File: src/common/plic_pkg.sv
package plic_pkg;

    // bus widths
    localparam int addr_width = 12;
    localparam int data_width = 32;
    localparam int pri_width  = 8;

    // byte address map
    localparam logic [addr_width-1:0] en_addr   = 12'h000;
    localparam logic [addr_width-1:0] pri_base  = 12'h010; // one byte per source
    localparam logic [addr_width-1:0] id_addr   = 12'h040;
    localparam logic [addr_width-1:0] mvec_addr = 12'h044;
    localparam logic [addr_width-1:0] marg_addr = 12'h048;
    localparam logic [addr_width-1:0] vec_base  = 12'h100; // one word per source
    localparam logic [addr_width-1:0] obj_base  = 12'h200; // one word per source

    // decoded region of a register address
    typedef enum logic [2:0] {
        region_none,
        region_en,
        region_pri,
        region_id,
        region_mvec,
        region_marg,
        region_vec,
        region_obj
    } reg_region_e;

endpackage

File: src/rtl/irq_gateway.sv
`timescale 1ns/1ps

module irq_gateway #(
    parameter int num_sources = 16
) (
    input  logic                   clk,
    input  logic                   rst_n,
    input  logic [num_sources-1:0] irq_sources,
    input  logic [num_sources-1:0] int_en,
    output logic [num_sources-1:0] pending
);

    logic [num_sources-1:0] sync_q1; // may go metastable
    logic [num_sources-1:0] sync_q2;

    // two-flop synchronizer, one pair per source
    always_ff @(posedge clk or negedge rst_n) begin
        if (!rst_n) begin
            sync_q1 <= '0;
            sync_q2 <= '0;
        end else begin
            sync_q1 <= irq_sources;
            sync_q2 <= sync_q1;
        end
    end

    // enable mask is applied after the sync so an enable write acts next edge
    assign pending = sync_q2 & int_en;

endmodule

File: src/plic_regs/plic_regs.sv
`timescale 1ns/1ps

module plic_regs #(
    parameter int num_sources = 16
) (
    input  logic                                clk,
    input  logic                                rst_n,
    input  logic [plic_pkg::addr_width-1:0]     waddr,
    input  logic [plic_pkg::data_width-1:0]     wdata,
    input  logic [3:0]                          wstrb,
    input  logic                                wen,
    input  logic [plic_pkg::addr_width-1:0]     raddr,
    output logic [plic_pkg::data_width-1:0]     rdata,
    input  logic [$clog2(num_sources)-1:0]      irq_id,
    input  logic [plic_pkg::data_width-1:0]     mvec,
    input  logic [plic_pkg::data_width-1:0]     marg,
    output logic [num_sources-1:0]              int_en,
    output logic [plic_pkg::pri_width-1:0]      int_pri [num_sources],
    output logic [plic_pkg::data_width-1:0]     vectable [num_sources],
    output logic [plic_pkg::data_width-1:0]     objtable [num_sources]
);

    import plic_pkg::*;

    localparam int id_w = $clog2(num_sources);

    reg_region_e           wr_region;
    reg_region_e           rd_region;
    logic [addr_width-1:0] wr_off;    // offset into the decoded region
    logic [addr_width-1:0] rd_off;
    logic [id_w-1:0]       wr_widx;   // table word index
    logic [id_w-1:0]       rd_widx;

    function automatic reg_region_e decode(input logic [addr_width-1:0] addr);
        reg_region_e r;
        r = region_none;
        if (addr == en_addr)
            r = region_en;
        else if (addr >= pri_base && addr < pri_base + num_sources)
            r = region_pri;
        else if (addr == id_addr)
            r = region_id;
        else if (addr == mvec_addr)
            r = region_mvec;
        else if (addr == marg_addr)
            r = region_marg;
        else if (addr[1:0] == 2'b00 && addr >= vec_base && addr < vec_base + 4 * num_sources)
            r = region_vec;
        else if (addr[1:0] == 2'b00 && addr >= obj_base && addr < obj_base + 4 * num_sources)
            r = region_obj;
        return r;
    endfunction

    function automatic logic [addr_width-1:0] region_base(input reg_region_e r);
        case (r)
            region_pri: return pri_base;
            region_vec: return vec_base;
            region_obj: return obj_base;
            default:    return '0;
        endcase
    endfunction

    assign wr_region = decode(waddr);
    assign rd_region = decode(raddr);
    assign wr_off    = waddr - region_base(wr_region);
    assign rd_off    = raddr - region_base(rd_region);
    assign wr_widx   = wr_off[id_w+1:2];
    assign rd_widx   = rd_off[id_w+1:2];

    always_ff @(posedge clk or negedge rst_n) begin
        if (!rst_n) begin
            int_en <= '0;
            for (int i = 0; i < num_sources; i++) begin
                int_pri[i]  <= '0;
                vectable[i] <= '0;
                objtable[i] <= '0;
            end
        end else if (wen) begin
            case (wr_region)
                region_en: begin
                    // lane k covers enable bits 8k..8k+7
                    for (int i = 0; i < num_sources; i++)
                        if (wstrb[i/8])
                            int_en[i] <= wdata[i];
                end
                region_pri: begin
                    for (int k = 0; k < 4; k++)
                        if (wstrb[k] && (int'(wr_off) + k < num_sources))
                            int_pri[int'(wr_off) + k] <= wdata[8*k +: 8];
                end
                region_vec: vectable[wr_widx] <= wdata; // full word, wstrb ignored
                region_obj: objtable[wr_widx] <= wdata;
                default: ; // id, mvec, marg are read only
            endcase
        end
    end

    always_comb begin
        rdata = '0;
        case (rd_region)
            region_en:   rdata = data_width'(int_en);
            region_pri: begin
                for (int k = 0; k < 4; k++)
                    if (int'(rd_off) + k < num_sources)
                        rdata[8*k +: 8] = int_pri[int'(rd_off) + k];
            end
            region_id:   rdata = data_width'(irq_id);
            region_mvec: rdata = mvec;
            region_marg: rdata = marg;
            region_vec:  rdata = vectable[rd_widx];
            region_obj:  rdata = objtable[rd_widx];
            default:     rdata = '0;
        endcase
    end

    // software must select at least one byte lane
    a_wstrb_nonzero: assert property (@(posedge clk) disable iff (!rst_n)
        wen |-> wstrb != 4'b0000)
        else $error("write with empty wstrb at %h", waddr);

endmodule

File: src/rtl/priority_arbiter.sv
`timescale 1ns/1ps

module priority_arbiter #(
    parameter int num_sources = 16
) (
    input  logic                              clk,
    input  logic                              rst_n,
    input  logic [num_sources-1:0]            pending,
    input  logic [plic_pkg::pri_width-1:0]    int_pri [num_sources],
    output logic [$clog2(num_sources)-1:0]    irq_id,
    output logic                              irq_valid
);

    import plic_pkg::*;

    localparam int id_w   = $clog2(num_sources);
    localparam int leaves = 1 << id_w; // padded to a power of two

    // heap layout, node 1 is the root, leaves at leaves..2*leaves-1
    logic                 node_valid [1:2*leaves-1];
    logic [pri_width-1:0] node_pri   [1:2*leaves-1];
    logic [id_w-1:0]      node_idx   [1:2*leaves-1];

    for (genvar g = 0; g < leaves; g++) begin : g_leaf
        if (g < num_sources) begin : g_src
            assign node_valid[leaves+g] = pending[g];
            assign node_pri[leaves+g]   = int_pri[g];
        end else begin : g_pad
            assign node_valid[leaves+g] = 1'b0;
            assign node_pri[leaves+g]   = '0;
        end
        assign node_idx[leaves+g] = id_w'(g);
    end

    for (genvar n = 1; n < leaves; n++) begin : g_node
        logic take_right;

        // left subtree holds the lower indices, so ties stay left
        assign take_right = node_valid[2*n+1] &&
                            (!node_valid[2*n] || node_pri[2*n+1] > node_pri[2*n]);
        assign node_valid[n] = node_valid[2*n] | node_valid[2*n+1];
        assign node_pri[n]   = take_right ? node_pri[2*n+1] : node_pri[2*n];
        assign node_idx[n]   = take_right ? node_idx[2*n+1] : node_idx[2*n];
    end

    always_ff @(posedge clk or negedge rst_n) begin
        if (!rst_n) begin
            irq_valid <= 1'b0;
            irq_id    <= '0;
        end else begin
            irq_valid <= node_valid[1];
            irq_id    <= node_valid[1] ? node_idx[1] : '0; // id 0 when idle
        end
    end

    // the registered winner was pending at the previous edge
    a_winner_pending: assert property (@(posedge clk) disable iff (!rst_n)
        irq_valid |-> |($past(pending) & (num_sources'(1) << irq_id)))
        else $error("irq_id %0d was not pending", irq_id);

endmodule

File: src/rtl/vector_stage.sv
`timescale 1ns/1ps

module vector_stage #(
    parameter int num_sources = 16
) (
    input  logic                              clk,
    input  logic                              rst_n,
    input  logic [$clog2(num_sources)-1:0]    irq_id,
    input  logic                              irq_valid,
    input  logic [plic_pkg::data_width-1:0]   vectable [num_sources],
    input  logic [plic_pkg::data_width-1:0]   objtable [num_sources],
    output logic [plic_pkg::data_width-1:0]   mvec,
    output logic [plic_pkg::data_width-1:0]   marg
);

    // handler and argument are captured together so software sees a matched pair
    always_ff @(posedge clk or negedge rst_n) begin
        if (!rst_n) begin
            mvec <= '0;
            marg <= '0;
        end else if (irq_valid) begin
            mvec <= vectable[irq_id];
            marg <= objtable[irq_id];
        end
        // hold last pair while idle
    end

    // padded tree leaves must never reach the tables
    a_id_in_range: assert property (@(posedge clk) disable iff (!rst_n)
        irq_valid |-> int'(irq_id) < num_sources)
        else $error("irq_id %0d out of range", irq_id);

endmodule

File: src/rtl/plic_top.sv
`timescale 1ns/1ps

module plic_top #(
    parameter int num_sources = 16
) (
    input  logic                              clk,
    input  logic                              rst_n,
    input  logic [plic_pkg::addr_width-1:0]   waddr,
    input  logic [plic_pkg::data_width-1:0]   wdata,
    input  logic [3:0]                        wstrb,
    input  logic                              wen,
    input  logic [plic_pkg::addr_width-1:0]   raddr,
    output logic [plic_pkg::data_width-1:0]   rdata,
    input  logic [num_sources-1:0]            irq_sources, // async levels
    output logic                              irq_valid,
    output logic [$clog2(num_sources)-1:0]    irq_id,
    output logic [plic_pkg::data_width-1:0]   mvec,
    output logic [plic_pkg::data_width-1:0]   marg
);

    import plic_pkg::*;

    logic [num_sources-1:0] int_en;
    logic [num_sources-1:0] pending;
    logic [pri_width-1:0]   int_pri  [num_sources];
    logic [data_width-1:0]  vectable [num_sources];
    logic [data_width-1:0]  objtable [num_sources];

    irq_gateway #(.num_sources(num_sources)) u_gateway (
        .clk         (clk),
        .rst_n       (rst_n),
        .irq_sources (irq_sources),
        .int_en      (int_en),
        .pending     (pending)
    );

    priority_arbiter #(.num_sources(num_sources)) u_arbiter (
        .clk       (clk),
        .rst_n     (rst_n),
        .pending   (pending),
        .int_pri   (int_pri),
        .irq_id    (irq_id),
        .irq_valid (irq_valid)
    );

    vector_stage #(.num_sources(num_sources)) u_vector (
        .clk       (clk),
        .rst_n     (rst_n),
        .irq_id    (irq_id),
        .irq_valid (irq_valid),
        .vectable  (vectable),
        .objtable  (objtable),
        .mvec      (mvec),
        .marg      (marg)
    );

    plic_regs #(.num_sources(num_sources)) u_regs (
        .clk      (clk),
        .rst_n    (rst_n),
        .waddr    (waddr),
        .wdata    (wdata),
        .wstrb    (wstrb),
        .wen      (wen),
        .raddr    (raddr),
        .rdata    (rdata),
        .irq_id   (irq_id),
        .mvec     (mvec),
        .marg     (marg),
        .int_en   (int_en),
        .int_pri  (int_pri),
        .vectable (vectable),
        .objtable (objtable)
    );

endmodule

File: config.mk
export PLATFORM = sky130hd
export DESIGN_NAME = plic_top
export DESIGN_NICKNAME = d
export VERILOG_FILES = /design/src/common/plic_pkg.sv /design/src/rtl/irq_gateway.sv /design/src/plic_regs/plic_regs.sv /design/src/rtl/priority_arbiter.sv /design/src/rtl/vector_stage.sv /design/src/rtl/plic_top.sv
export SDC_FILE = /design/constraint.sdc
export NUM_CORES = 2
export LEC_CHECK = 0
export BUFFER_PORTS_ARGS = -buffer_cell sky130_fd_sc_hd__buf_2
export CAP_MARGIN = 10
export CORE_MARGIN = 2
export CORE_UTILIZATION = 69
export DETAILED_ROUTE_END_ITERATION = 10
export PLACE_DENSITY = 0.85
export SLEW_MARGIN = 20
export SYNTH_ARGS = -nofsm -noshare
export SYNTH_HDL_FRONTEND = slang
export SYNTH_SLANG_ARGS = --single-unit
export TNS_END_PERCENT = 5
File: constraint.sdc
create_clock -name clk -period 12.6 [get_ports clk]
set_input_delay 1.89 -clock clk [delete_from_list [all_inputs] [get_ports clk]]
set_output_delay 1.89 -clock clk [all_outputs]
set_load 0.01 [all_outputs]
Word-level counts from Yosys, hierarchy flattened --
Cells that the tools add are included.
Operators by class: add/subtract/negate cells 8, magnitude comparators 51, equality and inequality tests 17, muxes and demuxes 101, bitwise logic cells 27, reduce and logical (&&, ||, !) cells 73
Operators with widths (number):
- 2-to-1 mux 128 bit | 10
- bitwise mux 512 bit | 2
- binary-select mux 32 bit (select 4 bit) | 4
- bitwise mux 128 bit | 4
- 2-to-1 mux 32 bit | 9
- >= comparator 32 x 5 -> 1 bit (second input constant) | 8
- 2-to-1 mux 8 bit | 30
- one-hot mux 32 bit (7 select lines) | 1
- < comparator 32 x 6 -> 1 bit (second input constant) | 6
- inverter 32 bit | 6
- binary-select mux 8 bit (select 4 bit) | 4
- demux 32 bit (select 4 bit) | 1
- demux 8 bit (select 4 bit) | 4
- < comparator 32 x 1 -> 1 bit (second input constant) | 4
- greater-than comparator 8 bit | 15
- equality test 12 x 7 -> 1 bit (second input constant) | 6
- inverter 12 -> 32 bit | 2
- one-hot mux 10 bit (3 select lines) | 2
- adder 12 x 2 -> 13 bit (second input constant) | 4
- 2-to-1 mux 3 bit | 16
- logical AND 1 bit | 34
- adder 12 x 1 -> 13 bit (second input constant) | 2
- >= comparator 12 x 10 -> 1 bit (second input constant) | 2
- >= comparator 12 x 5 -> 1 bit (second input constant) | 2
- other kinds (23) | 99
Storage, ports and cells: flip-flop bits (word level) 1269, input bits 79, output and inout bits 101, logic and storage cells 333

Depth between registers and ports, before layout --
depth after elaboration 32, depth in mapped cells 40, gate-level depth less buffers 38

Hierarchy --
A second synthesis with hierarchy kept.
Unflattened totals: cell total of the unflattened synthesis 5925, area total of the unflattened synthesis 79676.4 µm²
By module, submodules not included:
- plic_regs | times used 1, cells an instance 4560, area each 63153.1 µm², seq. area each 29228.0 µm²
- vector_stage | times used 1, cells an instance 679, area each 10632.7 µm², seq. area each 1601.5 µm²
- priority_arbiter | times used 1, cells an instance 638, area each 4989.8 µm², seq. area each 125.1 µm²
- irq_gateway | times used 1, cells an instance 48, area each 900.9 µm², seq. area each 800.8 µm²

Least setup slack after synthesis --
No wires, ideal clock.
kind in2out, start point input raddr[1] (netlist name), end point output rdata[13] (netlist name), arrival time 6.408 ns, slack 4.302 ns, stages on the path 17, buffers on the path 3, cells stage by stage buf_1 buf_1 inv_2 ha_1 nand3_1 nor3b_1 clkbuf_1 inv_1 ha_1 a21oi_1 xnor2_1 nand3_1 nor3_1 nand2_1 mux2_2 nor4_1 a221o_1
Between the ends: longest elaborated chain between the ends 18, elaborated cells between the ends (all ways) 47, those cells by class 2 x add/sub; 7 x order compare; 10 x eq/ne; 19 x mux; 2 x bitwise; 7 x reduce/logical
Ends and longest elaborated chain:
- start, declared | RTL line plic_top.sv:12 | input logic [plic_pkg::addr_width-1:0] raddr,
- branches (longest 17 deep; another with >= comparator 12 x 10 -> 1 bit)
- one-hot mux 32 bit (7 select lines) * | RTL line plic_regs.sv:100 | case (rd_region)
- end, declared | RTL line plic_top.sv:13 | output logic [plic_pkg::data_width-1:0] rdata,
Mark *: on every way between the ends. The select of a mux whose other input is x is not followed.

Final worst setup path --
start point input raddr[11] (netlist name), end point output rdata[23] (netlist name)
Between the ends: longest elaborated chain between the ends 18, elaborated cells between the ends (all ways) 42, those cells by class 2 x add/sub; 7 x order compare; 10 x eq/ne; 16 x mux; 1 x bitwise; 6 x reduce/logical
Ends and longest elaborated chain (RTL line):
- branches (longest 17 deep; another with >= comparator 12 x 10 -> 1 bit)
- one-hot mux 32 bit (7 select lines) * | plic_regs.sv:100
Marks and branches as above.

==> summary.txt <==
Run status
  – Status: complete, but fails checks
  – Failing checks: design-rule violations

Critical path
  – Worst R2R Setup Slack: 4190 ps
  – CP max stage delay: 810 ps
  – Worst Setup SP: raddr[11]
  – R2R depth: 37
  – CP Depth: 15
  – WP buf/inv: 2
  – Worst endpoint required time: 10,710 ps
  – Cell family with most CP delay: simple AND/OR/NAND/NOR gates
  – Reg-to-Reg Start: u_regs.int_pri[110]
  – Worst Setup End Kind: output pin
  – Last element of the critical path: rdata[23]
  – Arr. time, crit path: 6530 ps
  – Startpoint Class: input pin
  – Worst-path maximum fanout: 40
  – Crit path kind: in -> out
  – Slowest CP cell: or4_1
  – Crit path cell chain: buf_2 -> nor2_1 -> nand3_1 -> nor4_1 -> ha_4 -> ha_4 -> or3_1 -> nor2_1 -> xnor2_1 -> nand2_1 -> o21ai_0 -> a21oi_1 -> or4_1 -> o21ai_0 -> buf_2
  – Critical R2R Capture: u_arbiter.irq_id[0]

Clocking
  – CTS tree: built
  – Clock Sinks: 1,269
  – Root Driver: clkbuf_16
  – Clock buffer count from CTS: 136
  – Max clock buf depth: 3
  – Clk_lat worst skew: 800 ps
  – CTS hold repair buffers: 0
  – CTS H-tree lvls: 4
  – Postcts setup bufs: 0
  – Resize count post-CTS: 0
  – Worst-path clk slew: 60 ps

Power
  – Pwr dens: 114 nW/um^2
  – Leakage: 0.0391 uW
  – Max IR drop VDD: 0.000135 V

Cells and area
  – Fin area: 85,000 sq um
  – Fill cells: 6,327
  – Layout net count: 5,959
  – Synthesis-to-finish area growth: 9.19%
  – Layout cells sized above 1: 0.436
  – Most frequent cells in the layout: 1,264 x dfrtp_1, 1,136 x mux2_2, 768 x mux4_2, 353 x nand2_1, 243 x mux2i_1
  – Commonest non-fill, non-tap cell in the layout: dfrtp_1

Drt
  – Detailed Routing Iterations Pass 1: 11
  – Antenna-violating nets left: 0
  – Via-to-Cell Ratio: 8.35
  – 1st-iter DRT viols: 9,885
  – Wire per inst: 41.2 microns
  – Drt drc: 1
  – Routed WL: 304,000 microns
  – Vias: 61,500

Floorplan
  – Die Area: 115,000 sq um
  – I/O pins: 180
  – Die height: 340 microns
  – Core Footprint: 112,000 sq um
  – Chip width: 340 microns
  – Initial core utilization: 0.694
  – # rows: 123

Synth
  – Syn_nets: 6,058
  – Synth warn: 0
  – Cell Area, Synth: 77,800 sq um
  – Register bit count reported by yosys: 1,269
  – Post-synth EDFFs: 0
  – Synth unique cells: 84
  – Seq/Total Area, Yosys: 0.408
  – Synth Instances: 5,845
  – Most used DFF post-synth: dfrtp_1
  – Synthesized area per cell: 13.3 sq um
  – FFs w/ async S/R, synth: 1.00

Flow run
  – Maxcap violations: 0

Timing
  – Fin Setup TNS: 0 ps
  – Final setup fails: 0
  – Clock Skew: 48.6 ps
  – Max-slew violations: 0
  – Final Cycle Share: 0.668
  – Slew @ Worst Pin: 1300 ps
  – RSZ-0062 raised after global routing: false
  – Max Fclk: 119 MHz
  – Min Hold Slack: 345 ps
  – Hold Fails Final Rpt: 0
  – Max_slew headroom: 0.111
  – Final worst slack: 4180 ps
  – Clock period minus worst slack: 8420 ps

Placement
  – Hpwl dp: 175,000 microns
  – I/O Buffers: 179
  – Placed instance area: 80,100 sq um
  – GPL Wtd Cong: 1.16
  – Post-place setup slack: 4190 ps

Global route
  – First-pass GRT wire length: 435,000 microns
  – Initial antenna violation count: 40
  – Gr usage total: 0.530
  – Largest net degree at the start of global routing: 184
  – Vias in the first global route: 61,200
  – GR Overflow Total: 0

Hold path
  – Hold Path Class: reg -> reg
  – Worst Hold Depth: 0
-- how the worst min path moves through the flow --
stage | start | end
finish | u_gateway.sync_q1[4] | u_gateway.sync_q2[4]
detailed placement | u_gateway.sync_q1[5] | u_gateway.sync_q2[5]
global route | u_gateway.sync_q1[4] | u_gateway.sync_q2[4]
floorplan | u_gateway.sync_q1[0] | u_gateway.sync_q2[0]
global placement | u_gateway.sync_q1[10] | u_gateway.sync_q2[10]
CTS | u_gateway.sync_q1[4] | u_gateway.sync_q2[4]
-- logic make-up (layout without fill, tap and decap cells) --
group | Yosys count | in the layout | share of synthesized area
compound gates | 757 | 757 | 0.0656
flops | 1269 | 1269 | 0.408
fa+ha+maj | 134 | 134 | 0.0215
simple gates | 804 | 804 | 0.0489
buf+inv | 704 | 706 | 0.0343
xor+xnor | 29 | 29 | 0.00354
other cells | 0 | 23 | 0
mux | 2148 | 2148 | 0.418
-- through the flow --
stage / util / instances / total power [uW]
4_1_cts: 0.756 / 7344 / 9530
2_1_floorplan: - / 5845 / 4880
3_3_place_gp: 0.714 / 7105 / 5300
5_1_grt: 0.757 / 7353 / 9840
6_report: 0.757 / 7370 / 9650
3_5_place_dp: 0.714 / 7105 / 5320
-- flip-flops by register name, summed over array words and instances (netlist names) --
register,count
u_arbiter.irq_valid,1
u_regs.int_pri,128
u_regs.objtable,512
u_gateway.sync_q2,16
u_gateway.sync_q1,16
u_vector.mvec,32
u_vector.marg,32
u_regs.int_en,16
u_arbiter.irq_id,4
u_regs.vectable,512
-- metal layers --
layer  track usage  wire length (microns)
met4         0.467                  34700
met3         0.265                  49600
met1         0.614                  92400
met2         0.723                 126000
met5        0.0261                    591
-- cells in the mapped netlist, types with 35 or more instances --
| cell | count | area (sq um) |
|---|---|---|
| dfrtp_1 | 1269 | 31800 |
| mux2_2 | 1136 | 12800 |
| mux4_2 | 768 | 17300 |
| clkbuf_1 | 465 | 1750 |
| nand2_1 | 353 | 1330 |
| mux2i_1 | 244 | 2440 |
| nor2_1 | 151 | 567 |
| inv_1 | 140 | 526 |
| o22ai_1 | 138 | 863 |
| a21oi_1 | 134 | 671 |
| ha_1 | 134 | 1680 |
| o211ai_1 | 100 | 751 |
| a31oi_1 | 92 | 576 |
| buf_1 | 79 | 297 |
| o21ai_0 | 69 | 345 |
| nand3_1 | 62 | 310 |
| nor3_1 | 48 | 240 |
| nand4_1 | 44 | 275 |
| a22oi_1 | 35 | 263 |
-- area by class of cell --
type / count / area, sq um / share of cell area
clock buffer: 193 / 4020 / 0.0473
multi-input combinational: 3872 / 43800 / 0.516
clock inverter: 46 / 703 / 0.00827
antenna: 23 / 57.6 / 0.000677
timing repair buffer: 324 / 2190 / 0.0258
inverter: 143 / 537 / 0.00632
tap: 1500 / 1880 / 0.0221
sequential: 1269 / 31800 / 0.374
-- where the power goes --
group	switching, uW	internal, uW	total [uW]	leakage, uW
combinational	706	375	1080	0.0192
sequential	147	4130	4270	0.0176
clock	1810	2480	4290	0.00231
total	2660	6990	9650	0.0391
No activity file was read; power rests on OpenSTA's default activity.
